### src/design/id_pkg.sv
package id_pkg;

  ////////////////////
  // Widths and field positions
  ////////////////////

  localparam int XLEN           = 32;
  localparam int NUM_REGS       = 32;
  localparam int REG_ADDR_W     = $clog2(NUM_REGS);
  localparam int NUM_READ_PORTS = 2;

  localparam int RS1_LSB    = 15;
  localparam int RS2_LSB    = 20;
  localparam int RD_LSB     = 7;
  localparam int OPCODE_LSB = 0;
  localparam int OPCODE_W   = 7;

  typedef logic [XLEN-1:0]       word_t;
  typedef logic [REG_ADDR_W-1:0] reg_addr_t;

  ////////////////////
  // Encodings
  ////////////////////

  // Major opcodes of the kept RV32I subset
  typedef enum logic [OPCODE_W-1:0] {
    OPC_LUI    = 7'b0110111,
    OPC_AUIPC  = 7'b0010111,
    OPC_JAL    = 7'b1101111,
    OPC_JALR   = 7'b1100111,
    OPC_BRANCH = 7'b1100011,
    OPC_LOAD   = 7'b0000011,
    OPC_STORE  = 7'b0100011,
    OPC_OP_IMM = 7'b0010011,
    OPC_OP     = 7'b0110011
  } opcode_e;

  typedef enum logic [3:0] {
    ALU_ADD,
    ALU_SUB,
    ALU_AND,
    ALU_OR,
    ALU_XOR,
    ALU_SLT,
    ALU_SLTU,
    ALU_SLL,
    ALU_SRL,
    ALU_SRA
  } alu_op_e;

  typedef enum logic [1:0] {
    OP_A_REG,
    OP_A_PC,
    OP_A_ZERO
  } op_a_sel_e;

  typedef enum logic [0:0] {
    OP_B_REG,
    OP_B_IMM
  } op_b_sel_e;

  ////////////////////
  // Stage bundles
  ////////////////////

  typedef struct packed {
    reg_addr_t [NUM_READ_PORTS-1:0] rs_addr;
    logic [NUM_READ_PORTS-1:0]      rs_used;
    reg_addr_t                      rd;
    logic                           rd_we;
    alu_op_e                        alu_op;
    op_a_sel_e                      op_a_sel;
    op_b_sel_e                      op_b_sel;
    word_t                          imm;
    logic                           mem_req;
    logic                           mem_we;
    logic                           is_load;
    logic                           is_branch;
    logic                           illegal;
  } decode_t;

  // One forwarding source, also used as the register file write port
  typedef struct packed {
    logic      we;
    reg_addr_t waddr;
    word_t     wdata;
    logic      is_load;
  } fwd_src_t;

  typedef struct packed {
    logic      valid;
    logic      illegal;
    alu_op_e   alu_op;
    word_t     op_a;
    word_t     op_b;
    word_t     op_c;
    reg_addr_t rd;
    logic      rd_we;
    logic      mem_req;
    logic      mem_we;
    logic      is_load;
    logic      is_branch;
    word_t     pc;
  } id_ex_t;

endpackage

### src/design/id_ex_pipe.sv
`timescale 1ns/1ps

module id_ex_pipe (
  input  logic                                      clk,
  input  logic                                      rst_n,
  input  logic                                      instr_valid_i,
  input  id_pkg::word_t                             pc_i,
  input  id_pkg::decode_t                           dec_i,
  input  id_pkg::word_t                             jump_target_i,
  input  id_pkg::word_t [id_pkg::NUM_READ_PORTS-1:0] fwd_data_i,
  input  logic [id_pkg::NUM_READ_PORTS-1:0]         load_hazard_i,
  output logic                                      id_ready_o,
  output id_pkg::id_ex_t                            ex_o
);
  import id_pkg::*;

  logic   accept;
  id_ex_t ex_d;
  id_ex_t ex_q;

  // Any lane waiting on a load stalls the stage
  assign id_ready_o = ~|load_hazard_i;
  assign accept     = instr_valid_i && id_ready_o;

  ////////////////////
  // Operand select
  ////////////////////

  always_comb begin
    ex_d.pc        = pc_i;
    ex_d.rd        = dec_i.rd;
    ex_d.alu_op    = dec_i.alu_op;
    ex_d.illegal   = dec_i.illegal;
    ex_d.rd_we     = dec_i.rd_we;
    ex_d.mem_req   = dec_i.mem_req;
    ex_d.mem_we    = dec_i.mem_we;
    ex_d.is_load   = dec_i.is_load;
    ex_d.is_branch = dec_i.is_branch;
    ex_d.valid     = 1'b1;

    case (dec_i.op_a_sel)
      OP_A_PC:   ex_d.op_a = pc_i;
      OP_A_ZERO: ex_d.op_a = '0;
      default:   ex_d.op_a = fwd_data_i[0];
    endcase

    ex_d.op_b = (dec_i.op_b_sel == OP_B_IMM) ? dec_i.imm : fwd_data_i[1];

    // Branch target for EX, otherwise store data
    ex_d.op_c = dec_i.is_branch ? jump_target_i : fwd_data_i[1];

    // Bubble when nothing is accepted
    if (!accept) begin
      ex_d.valid     = 1'b0;
      ex_d.illegal   = 1'b0;
      ex_d.alu_op    = ALU_SLTU;
      ex_d.rd_we     = 1'b0;
      ex_d.mem_req   = 1'b0;
      ex_d.mem_we    = 1'b0;
      ex_d.is_load   = 1'b0;
      ex_d.is_branch = 1'b0;
    end
  end

  ////////////////////
  // ID/EX register
  ////////////////////

  always_ff @(posedge clk or negedge rst_n) begin
    if (!rst_n) begin
      ex_q        <= '0;
      ex_q.alu_op <= ALU_SLTU;
    end else begin
      ex_q <= ex_d;
    end
  end

  assign ex_o = ex_q;

endmodule

### src/design/id_stage.sv
`timescale 1ns/1ps

module id_stage (
  input  logic             clk,
  input  logic             rst_n,
  input  logic             instr_valid_i,
  input  id_pkg::word_t    instr_i,
  input  id_pkg::word_t    pc_i,
  input  id_pkg::fwd_src_t ex_fwd_i,
  input  id_pkg::fwd_src_t wb_fwd_i,
  output logic             id_ready_o,
  output id_pkg::word_t    jump_target_o,
  output id_pkg::id_ex_t   ex_o
);
  import id_pkg::*;

  decode_t                          dec;
  word_t [NUM_READ_PORTS-1:0]       rf_rdata;
  word_t [NUM_READ_PORTS-1:0]       fwd_data;
  logic  [NUM_READ_PORTS-1:0]       load_hazard;

  instr_decoder u_decoder (
    .instr_i       (instr_i),
    .pc_i          (pc_i),
    .rs1_raw_i     (rf_rdata[0]),
    .dec_o         (dec),
    .jump_target_o (jump_target_o)
  );

  // Writeback result is also the write port
  register_file u_regfile (
    .clk     (clk),
    .rst_n   (rst_n),
    .raddr_i (dec.rs_addr),
    .rdata_o (rf_rdata),
    .wr_i    (wb_fwd_i)
  );

  // Lane 0 serves rs1, lane 1 serves rs2
  for (genvar k = 0; k < NUM_READ_PORTS; k++) begin : g_lane
    operand_lane u_lane (
      .rs_addr_i     (dec.rs_addr[k]),
      .rs_used_i     (dec.rs_used[k]),
      .rf_data_i     (rf_rdata[k]),
      .ex_fwd_i      (ex_fwd_i),
      .wb_fwd_i      (wb_fwd_i),
      .fwd_data_o    (fwd_data[k]),
      .load_hazard_o (load_hazard[k])
    );
  end

  id_ex_pipe u_pipe (
    .clk           (clk),
    .rst_n         (rst_n),
    .instr_valid_i (instr_valid_i),
    .pc_i          (pc_i),
    .dec_i         (dec),
    .jump_target_i (jump_target_o),
    .fwd_data_i    (fwd_data),
    .load_hazard_i (load_hazard),
    .id_ready_o    (id_ready_o),
    .ex_o          (ex_o)
  );

endmodule

### src/design/instr_decoder.sv
`timescale 1ns/1ps

module instr_decoder (
  input  id_pkg::word_t   instr_i,
  input  id_pkg::word_t   pc_i,
  input  id_pkg::word_t   rs1_raw_i,
  output id_pkg::decode_t dec_o,
  output id_pkg::word_t   jump_target_o
);
  import id_pkg::*;

  opcode_e    opcode;
  logic [2:0] funct3;
  word_t      imm_i;
  word_t      imm_s;
  word_t      imm_b;
  word_t      imm_u;
  word_t      imm_j;
  decode_t    dec;

  // Shared by OP and OP-IMM; alt is funct7 bit 5
  function automatic alu_op_e alu_from_funct3(input logic [2:0] f3, input logic alt);
    alu_op_e op;
    case (f3)
      3'b000:  op = alt ? ALU_SUB : ALU_ADD;
      3'b001:  op = ALU_SLL;
      3'b010:  op = ALU_SLT;
      3'b011:  op = ALU_SLTU;
      3'b100:  op = ALU_XOR;
      3'b101:  op = alt ? ALU_SRA : ALU_SRL;
      3'b110:  op = ALU_OR;
      default: op = ALU_AND;
    endcase
    return op;
  endfunction

  assign opcode = opcode_e'(instr_i[OPCODE_LSB +: OPCODE_W]);
  assign funct3 = instr_i[14:12];

  ////////////////////
  // Immediates
  ////////////////////

  assign imm_i = {{20{instr_i[31]}}, instr_i[31:20]};
  assign imm_s = {{20{instr_i[31]}}, instr_i[31:25], instr_i[11:7]};
  assign imm_b = {{19{instr_i[31]}}, instr_i[31], instr_i[7], instr_i[30:25],
                  instr_i[11:8], 1'b0};
  assign imm_u = {instr_i[31:12], 12'b0};
  assign imm_j = {{11{instr_i[31]}}, instr_i[31], instr_i[19:12], instr_i[20],
                  instr_i[30:21], 1'b0};

  ////////////////////
  // Control decode
  ////////////////////

  always_comb begin
    dec            = '0;
    dec.rs_addr[0] = instr_i[RS1_LSB +: REG_ADDR_W];
    dec.rs_addr[1] = instr_i[RS2_LSB +: REG_ADDR_W];
    dec.rd         = instr_i[RD_LSB +: REG_ADDR_W];
    dec.alu_op     = ALU_ADD;
    dec.op_a_sel   = OP_A_REG;
    dec.op_b_sel   = OP_B_IMM;
    dec.imm        = imm_i;
    case (opcode)
      OPC_LUI: begin
        dec.rd_we    = 1'b1;
        dec.op_a_sel = OP_A_ZERO;
        dec.imm      = imm_u;
      end
      OPC_AUIPC: begin
        dec.rd_we    = 1'b1;
        dec.op_a_sel = OP_A_PC;
        dec.imm      = imm_u;
      end
      // Link value is PC + 4
      OPC_JAL, OPC_JALR: begin
        dec.rd_we      = 1'b1;
        dec.op_a_sel   = OP_A_PC;
        dec.imm        = 32'd4;
        dec.rs_used[0] = (opcode == OPC_JALR);
      end
      OPC_BRANCH: begin
        dec.is_branch = 1'b1;
        dec.rs_used   = 2'b11;
        dec.op_b_sel  = OP_B_REG;
        dec.imm       = imm_b;
        case (funct3[2:1])
          2'b10:   dec.alu_op = ALU_SLT;
          2'b11:   dec.alu_op = ALU_SLTU;
          default: dec.alu_op = ALU_SUB;
        endcase
      end
      OPC_LOAD: begin
        dec.rd_we      = 1'b1;
        dec.mem_req    = 1'b1;
        dec.is_load    = 1'b1;
        dec.rs_used[0] = 1'b1;
      end
      OPC_STORE: begin
        dec.mem_req = 1'b1;
        dec.mem_we  = 1'b1;
        dec.rs_used = 2'b11;
        dec.imm     = imm_s;
      end
      OPC_OP_IMM: begin
        dec.rd_we      = 1'b1;
        dec.rs_used[0] = 1'b1;
        // No SUBI, so bit 30 only matters for shifts
        dec.alu_op     = alu_from_funct3(funct3, instr_i[30] && funct3 == 3'b101);
      end
      OPC_OP: begin
        dec.rd_we    = 1'b1;
        dec.rs_used  = 2'b11;
        dec.op_b_sel = OP_B_REG;
        dec.alu_op   = alu_from_funct3(funct3, instr_i[30]);
      end
      default: begin
        dec.illegal = 1'b1;
      end
    endcase
  end

  assign dec_o = dec;

  // JALR takes rs1 straight from the register file, no forwarding
  always_comb begin
    case (opcode)
      OPC_JAL:    jump_target_o = pc_i + imm_j;
      OPC_BRANCH: jump_target_o = pc_i + imm_b;
      default:    jump_target_o = rs1_raw_i + imm_i;
    endcase
  end

endmodule

### src/design/operand_lane.sv
`timescale 1ns/1ps

module operand_lane (
  input  id_pkg::reg_addr_t rs_addr_i,
  input  logic              rs_used_i,
  input  id_pkg::word_t     rf_data_i,
  input  id_pkg::fwd_src_t  ex_fwd_i,
  input  id_pkg::fwd_src_t  wb_fwd_i,
  output id_pkg::word_t     fwd_data_o,
  output logic              load_hazard_o
);

  logic rs_live;
  logic ex_match;
  logic wb_match;

  // x0 is never forwarded
  assign rs_live  = rs_used_i && (rs_addr_i != '0);

  assign ex_match = rs_live && ex_fwd_i.we && (ex_fwd_i.waddr == rs_addr_i);
  assign wb_match = rs_live && wb_fwd_i.we && (wb_fwd_i.waddr == rs_addr_i);

  ////////////////////
  // Forwarding mux
  ////////////////////

  // Younger result in EX wins over WB
  always_comb begin
    if (ex_match) begin
      fwd_data_o = ex_fwd_i.wdata;
    end else if (wb_match) begin
      fwd_data_o = wb_fwd_i.wdata;
    end else begin
      fwd_data_o = rf_data_i;
    end
  end

  // Load data arrives too late for EX forwarding
  assign load_hazard_o = ex_match && ex_fwd_i.is_load;

endmodule

### src/design/register_file.sv
`timescale 1ns/1ps

module register_file (
  input  logic                                          clk,
  input  logic                                          rst_n,
  input  id_pkg::reg_addr_t [id_pkg::NUM_READ_PORTS-1:0] raddr_i,
  output id_pkg::word_t     [id_pkg::NUM_READ_PORTS-1:0] rdata_o,
  input  id_pkg::fwd_src_t                              wr_i
);
  import id_pkg::*;

  // x0 has no storage
  word_t regs [NUM_REGS-1:1];

  always_ff @(posedge clk or negedge rst_n) begin
    if (!rst_n) begin
      for (int i = 1; i < NUM_REGS; i++) begin
        regs[i] <= '0;
      end
    end else if (wr_i.we && wr_i.waddr != '0) begin
      regs[wr_i.waddr] <= wr_i.wdata;
    end
  end

  // Combinational reads, one per operand lane
  for (genvar p = 0; p < NUM_READ_PORTS; p++) begin : g_rd
    assign rdata_o[p] = (raddr_i[p] == '0) ? '0 : regs[raddr_i[p]];
  end

endmodule

### config.mk
export PLATFORM = sky130hd
export DESIGN_NAME = id_stage
export DESIGN_NICKNAME = d
export VERILOG_FILES = /design/src/design/id_pkg.sv /design/src/design/id_ex_pipe.sv /design/src/design/id_stage.sv /design/src/design/instr_decoder.sv /design/src/design/operand_lane.sv /design/src/design/register_file.sv
export SDC_FILE = /design/constraint.sdc
export NUM_CORES = 2
export LEC_CHECK = 0
export BUFFER_PORTS_ARGS = -buffer_cell sky130_fd_sc_hd__buf_2
export CAP_MARGIN = 10
export CORE_UTILIZATION = 25
export CTS_CLUSTER_SIZE = 12
export DETAILED_ROUTE_END_ITERATION = 8
export PLACE_DENSITY_LB_ADDON = 0.12
export SLEW_MARGIN = 10
export SYNTH_ARGS = -nofsm -noshare
export SYNTH_HDL_FRONTEND = slang
export SYNTH_SLANG_ARGS = --single-unit
### constraint.sdc
create_clock -name clk -period 11.2 [get_ports clk]
set_clock_uncertainty 0.15 [all_clocks]
set_input_delay 0.56 -clock clk [delete_from_list [all_inputs] [get_ports clk]]
set_output_delay 0.56 -clock clk [all_outputs]
set_load 0.01 [all_outputs]
# Yosys cells after proc, flatten, opt, wreduce, memory -nomap -nowiden
# Cells that the tools add are included.
# word_totals
ff_bits	1136
in_bits	145
out_inout_bits	177
word_cells	144
# op_classes
add_sub_neg	3
n_lt_le_gt_ge	4
n_eq_ne	23
mux	37
reduce_logical	33
# ops
cell	n
bitwise mux 992 bit	1
two-way mux 32 bit	11
binary-select mux 32 bit (select 5 bit)	2
demux 32 bit (select 5 bit)	1
case mux 32 bit (2 select lines)	2
case mux 32 bit (4 select lines)	1
adder 32 bit	3
case mux 4 bit (7 select lines)	2
equality test 7 x 6 -> 1 bit (second input constant)	3
equality test 7 bit (second input constant)	3
equality test 5 bit	4
less-than comparator 5 x 6 -> 1 bit (second input constant)	3
logical AND 1 bit	16
nonzero test 5 bit	3
equality test 7 x 5 -> 1 bit (second input constant)	2
case mux 4 bit (3 select lines)	1
two-way mux 1 bit	11
zero test 5 bit	2
OR reduction 2 bit	5
equality test 3 bit (second input constant)	3
OR reduction 9 bit	1
equality test 7 x 2 -> 1 bit (second input constant)	1
OR reduction 7 bit	1
equality test 2 bit (second input constant)	3
13 further kinds	15

# Depth between registers and ports, before layout
# logic_depth
word_depth	11
mapped_depth	19
ltp_nobuf	16

# Cells and area by module
# A second synthesis with hierarchy kept.
# unflattened
cells_unflattened	4965
hier_area_um2	65069.9
# modules_own_cells
module	instances	cells_each	area_per_inst_um2	seq_area_each_um2
register_file	1	3691	53430.0	24823.8
id_ex_pipe	1	273	5118.7	3606.0
instr_decoder	1	647	4446.8	0.0
operand_lane	2	177	1037.2	0.0

# Worst setup path after synthesis
# No wires, ideal clock.
# synth_timing
path_kind	in2out
start	in instr_i[16]
end	out jump_target_o[30]
t_arrival_ns	4.646
t_required_ns	10.490
path_slack_ns	5.844
stages	16
path_buffers	3
path_cell_list	clkbuf_1 clkbuf_1 buf_1 mux4_2 mux4_2 mux2_2 ha_1 nor2b_1 nor3_1 o211ai_1 a41oi_1 o31a_1 o21ai_0 a21oi_1 xnor2_1 mux2_2
# synth_via
elab_chain_len	5
elab_cells_between_ends	7
classes_between	add/sub (2); mux (4); reduce/logical (1)
# synth_lines
item	line_no	text
start, declared	id_stage.sv:7	input id_pkg::word_t instr_i,
binary-select mux 32 bit (select 5 bit)	register_file.sv:27	assign rdata_o[p] = (raddr_i[p] == '0) ? '0 : regs[raddr_i[p]];
two-way mux 32 bit (implied by the code)	register_file.sv:27	
two-way mux 32 bit	register_file.sv:27	
adder 32 bit	instr_decoder.sv:131	default: jump_target_o = rs1_raw_i + imm_i;
case mux 32 bit (2 select lines) (*)	instr_decoder.sv:128	case (opcode)
end, declared	id_stage.sv:12	output id_pkg::word_t jump_target_o,
# Every way passes the cells marked *; elsewhere a longest branch is shown, timed or not. The select of a mux whose other input is x is not followed.

# Final worst setup path
# layout_timing
start	in instr_i[16]
end	out jump_target_o[31]
# The elaborated chain is that of the path after synthesis.

==> flow_metrics.env <==
export IMPL_status="finished clean"
export IMPL_antenna_left=0
export IMPL_synth_simple_area_share_pct=3.07
export IMPL_drtPass1Iterations=5
export IMPL_routed_top_layer="met5"
export IMPL_crit_required_ps=10490
export IMPL_ys_types=60
export IMPL_path_class="in -> out"
export IMPL_wl_per_cell_um=30.3
export IMPL_hold_viol=0
export IMPL_routed_wirelength_mm=243
export IMPL_hold_depth=4
export IMPL_grt_pass1_wl_mm=345
export IMPL_drt_met1_wl_mm=112
export IMPL_tightest_slew_ps=1160
export IMPL_cts_clk_slew_worst_paths_ps=60
export IMPL_synth_compound_area_share_pct=4.64
export IMPL_end_kind="output port"
export IMPL_coreArea_um2=249000
export IMPL_yosysSeqAreaShare_pct=45.4
export IMPL_clockRootBuffer="clkbuf_16"
export IMPL_cellLeakagePower_uw=0.0315
export IMPL_slowest_delay_ps=920
export IMPL_cts_tree="built"
export IMPL_ys_flop_type="dfrtp_1"
export IMPL_numPortBuffers=320
export IMPL_first_global_vias=42800
export IMPL_grt_usage_pct=19.2
export IMPL_max_vdd_ir_drop_mv=0.113
export IMPL_dieArea_um2=253000
export IMPL_synth_edf_count=0
export IMPL_drcViolationCount=0
export IMPL_syn_inst=4358
export IMPL_ys_async_sr_fraction_pct=100
export IMPL_wl_met2_mm=113
export IMPL_muxShareOfSynthArea_pct=41.6
export IMPL_cts_made_buffers=139
export IMPL_rows=183
export IMPL_fmax_mhz=134
export IMPL_layout_nets=4787
export IMPL_routed_via_count=41000
export IMPL_dpl_instance_area_um2=67900
export IMPL_crit_chain="buf_8 > buf_4 > mux4_2 > mux4_2 > mux2_2 > ha_1 > a21o_1 > a21oi_1 > a21oi_1 > o21ai_0 > o31ai_1 > a211oi_1 > xnor2_1 > mux2i_1 > xnor2_1 > buf_2"
export IMPL_relSlewSlack_pct=21.6
export IMPL_drive_above_1_share_pct=49.6
export IMPL_crit_arrival_ps=6760
export IMPL_drv_cap=0
export IMPL_die_y_um=503
export IMPL_final_fill_count=24900
export IMPL_cts_setup_buffers=0
export IMPL_drt_iter0_markers=2858
export IMPL_setup_tns_final_ps=0
export IMPL_fin_area_um2=73400
export IMPL_synth_top_family_by_area="multiplexers"
export IMPL_r2r_cells=7
export IMPL_cp_slowest_cell="o21ai_0"
export IMPL_synth_warning_count=0
export IMPL_clk_path_buf_depth=3
export IMPL_syn_area_um2=62700
export IMPL_avgViaCountPerCell=5.11
export IMPL_worst_slack_ps=3730
export IMPL_min_path_type="in -> reg"
export IMPL_wl_met3_mm=10.9
export IMPL_synth_adder_area_share_pct=1.30
export IMPL_hold_path_startpoint="ex_fwd_i[20]"
export IMPL_crit_path_start="instr_i[16]"
export IMPL_grt_overflow=0
export IMPL_start_util_pct=25.2
export IMPL_setup_violations=0
export IMPL_path_max_fanout=52
export IMPL_syn_area_per_cell_um2=14.4
export IMPL_synth_xor_area_share_pct=1.09
export IMPL_cts_sinks=1136
export IMPL_worstReg2RegStart="u_regfile.regs[976]$_DFFE_PN0P_"
export IMPL_cts_htree_levels=4
export IMPL_area_growth_pct=17.1
export IMPL_drv_slew=0
export IMPL_finalCriticalPeriod_ps=7470
export IMPL_hpwl_mm=147
export IMPL_ys_seq_elements=1136
export IMPL_fp_dieW_um=503
export IMPL_antenna_found_initial=34
export IMPL_critPathLaunchType="primary input"
export IMPL_fin_crit_sh_pct=66.7
export IMPL_grt_max_degree=155
export IMPL_hold_buffers=80
export IMPL_place_congestion=0.865
export IMPL_clk_latency_ps=810
export IMPL_rsz0062_at_grt="false"
export IMPL_io_pins=322
export IMPL_post_cts_resized=0
export IMPL_place_ws_ps=3750
export IMPL_power_density_nw_per_um2=184
export IMPL_syn_nets=4567
## power by group
group | total [µW] | switching, µW | internal (µW)
combinational | 3420 | 1620 | 1790
clock | 4670 | 1920 | 2740
sequential | 5410 | 515 | 4890
total | 13500 | 4060 | 9430
## final cells by class
| class | instances | area, µm² | share of cell area (%) |
|---|---|---|---|
| Tap cell | 3330 | 4170 | 5.68 |
| Antenna cell | 10 | 25.0 | 0.0341 |
| Clock inverter | 31 | 469 | 0.639 |
| Inverter | 15 | 56.3 | 0.0767 |
| Timing Repair Buffer | 499 | 3360 | 4.58 |
| Sequential cell | 1136 | 28400 | 38.7 |
| Multi-Input combinational cell | 2787 | 32700 | 44.6 |
| Clock buffer | 210 | 4180 | 5.70 |
## metal layers
| layer | up-vias | track usage (%) |
|---|---|---|
| met2 | 1186 | 30.9 |
| met5 | - | 0 |
| met4 | 6 | 5.70 |
| li1 | 17200 | - |
| met1 | 22300 | 26.8 |
| met3 | 327 | 2.59 |
## through the flow
step	util, %	hold WS, ps	power (µW)	cells
final	29.5	83.7	13500	8018
after global routing	29.5	68.7	14200	8013
after CTS	29.5	2.72	13700	8008
after detailed placement	27.3	359	8870	7687
after global placement	27.3	349	8820	7687
after floorplan	-	114	7610	4358
## state kept, by name (all words and copies together), names as in the netlist
register and count:
u_pipe.ex_o 144, u_regfile.regs 992
## worst max-delay path, delay by kind of cell
kind                     cells  cell delay, ps
buffers and inverters        3            1340
multiplexers                 4            1350
adder cells (fa/ha/maj)      1             350
AO/OA/AOI/OAI                6            2420
XOR/XNOR                     2             520
## synth_stat cells, types with 7 or more instances
cell | count | area (µm²)
dfrtp_1 | 1134 | 28400
mux2_2 | 1069 | 12000
mux4_2 | 576 | 13000
clkbuf_1 | 261 | 980
nand2_1 | 184 | 691
a21oi_1 | 143 | 716
nor2_1 | 139 | 522
mux2i_1 | 108 | 1080
o21ai_0 | 106 | 531
buf_1 | 77 | 289
a22o_1 | 62 | 543
ha_1 | 62 | 776
buf_2 | 59 | 295
a21o_1 | 42 | 315
xnor2_1 | 41 | 359
xor2_1 | 37 | 324
nand3_1 | 24 | 120
buf_4 | 21 | 158
nor3_1 | 17 | 85.1
o211ai_1 | 16 | 120
o2bb2ai_1 | 16 | 140
nand4_1 | 14 | 87.6
inv_1 | 13 | 48.8
a211oi_1 | 12 | 90.1
a221o_1 | 11 | 110
a31oi_1 | 11 | 68.8
and3_1 | 10 | 62.6
and2_1 | 9 | 56.3
nand3b_1 | 8 | 60.1
nor2b_1 | 7 | 43.8
nor4_1 | 7 | 43.8
o21a_1 | 7 | 52.6
## kinds of logic (layout without fill, tap and decap cells)
logic type                 count (synthesis)  after routing
muxes                                   1753           1753
AOI/OAI and AO/OA                        453            453
buffers and inverters                    435            755
xor gates and xnor gates                  78             78
other                                      0             10
adders and majority gates                 64             64
and+or+nand+nor                          439            439
DFF                                     1136           1136
## placed cells by master (no fill, tap or decap), types with 13 or more instances in the layout
cell type	netlist	final
mux4_2	576	576
mux2i_1	108	108
xor2_1	37	37
a21oi_1	143	142
o2bb2ai_1	16	16
nor2_1	139	123
buf_2	59	309
a21o_1	42	42
dlygate4sd3_1	0	80
nand3_1	24	23
mux2_2	1069	1069
nor2_4	0	16
clkbuf_16	0	143
nand4_1	14	14
a22o_1	62	62
buf_4	21	90
o211ai_1	16	16
dfrtp_1	1134	1134
o21ai_0	106	106
clkbuf_1	261	32
inv_1	13	13
nand2_1	184	168
nor3_1	17	14
clkbuf_8	0	35
xnor2_1	41	41
ha_1	62	62
## final timing paths
| path | end | slack, ps |
|---|---|---|
| worst max-delay path | jump_target_o[31] | 3730 |
| min in group asynchronous | u_pipe.ex_o[107]$_DFF_PN0_ | 170 |
| worst max register to register | u_pipe.ex_o[90]$_DFF_PN0_ | 7770 |
| worst min-delay path | u_pipe.ex_o[125]$_DFF_PN0_ | 80 |
| worst min register to register | u_regfile.regs[426]$_DFFE_PN0P_ | 370 |
| max in group asynchronous | u_regfile.regs[625]$_DFFE_PN0P_ | 8170 |
Power figures use the tool's default switching activity.
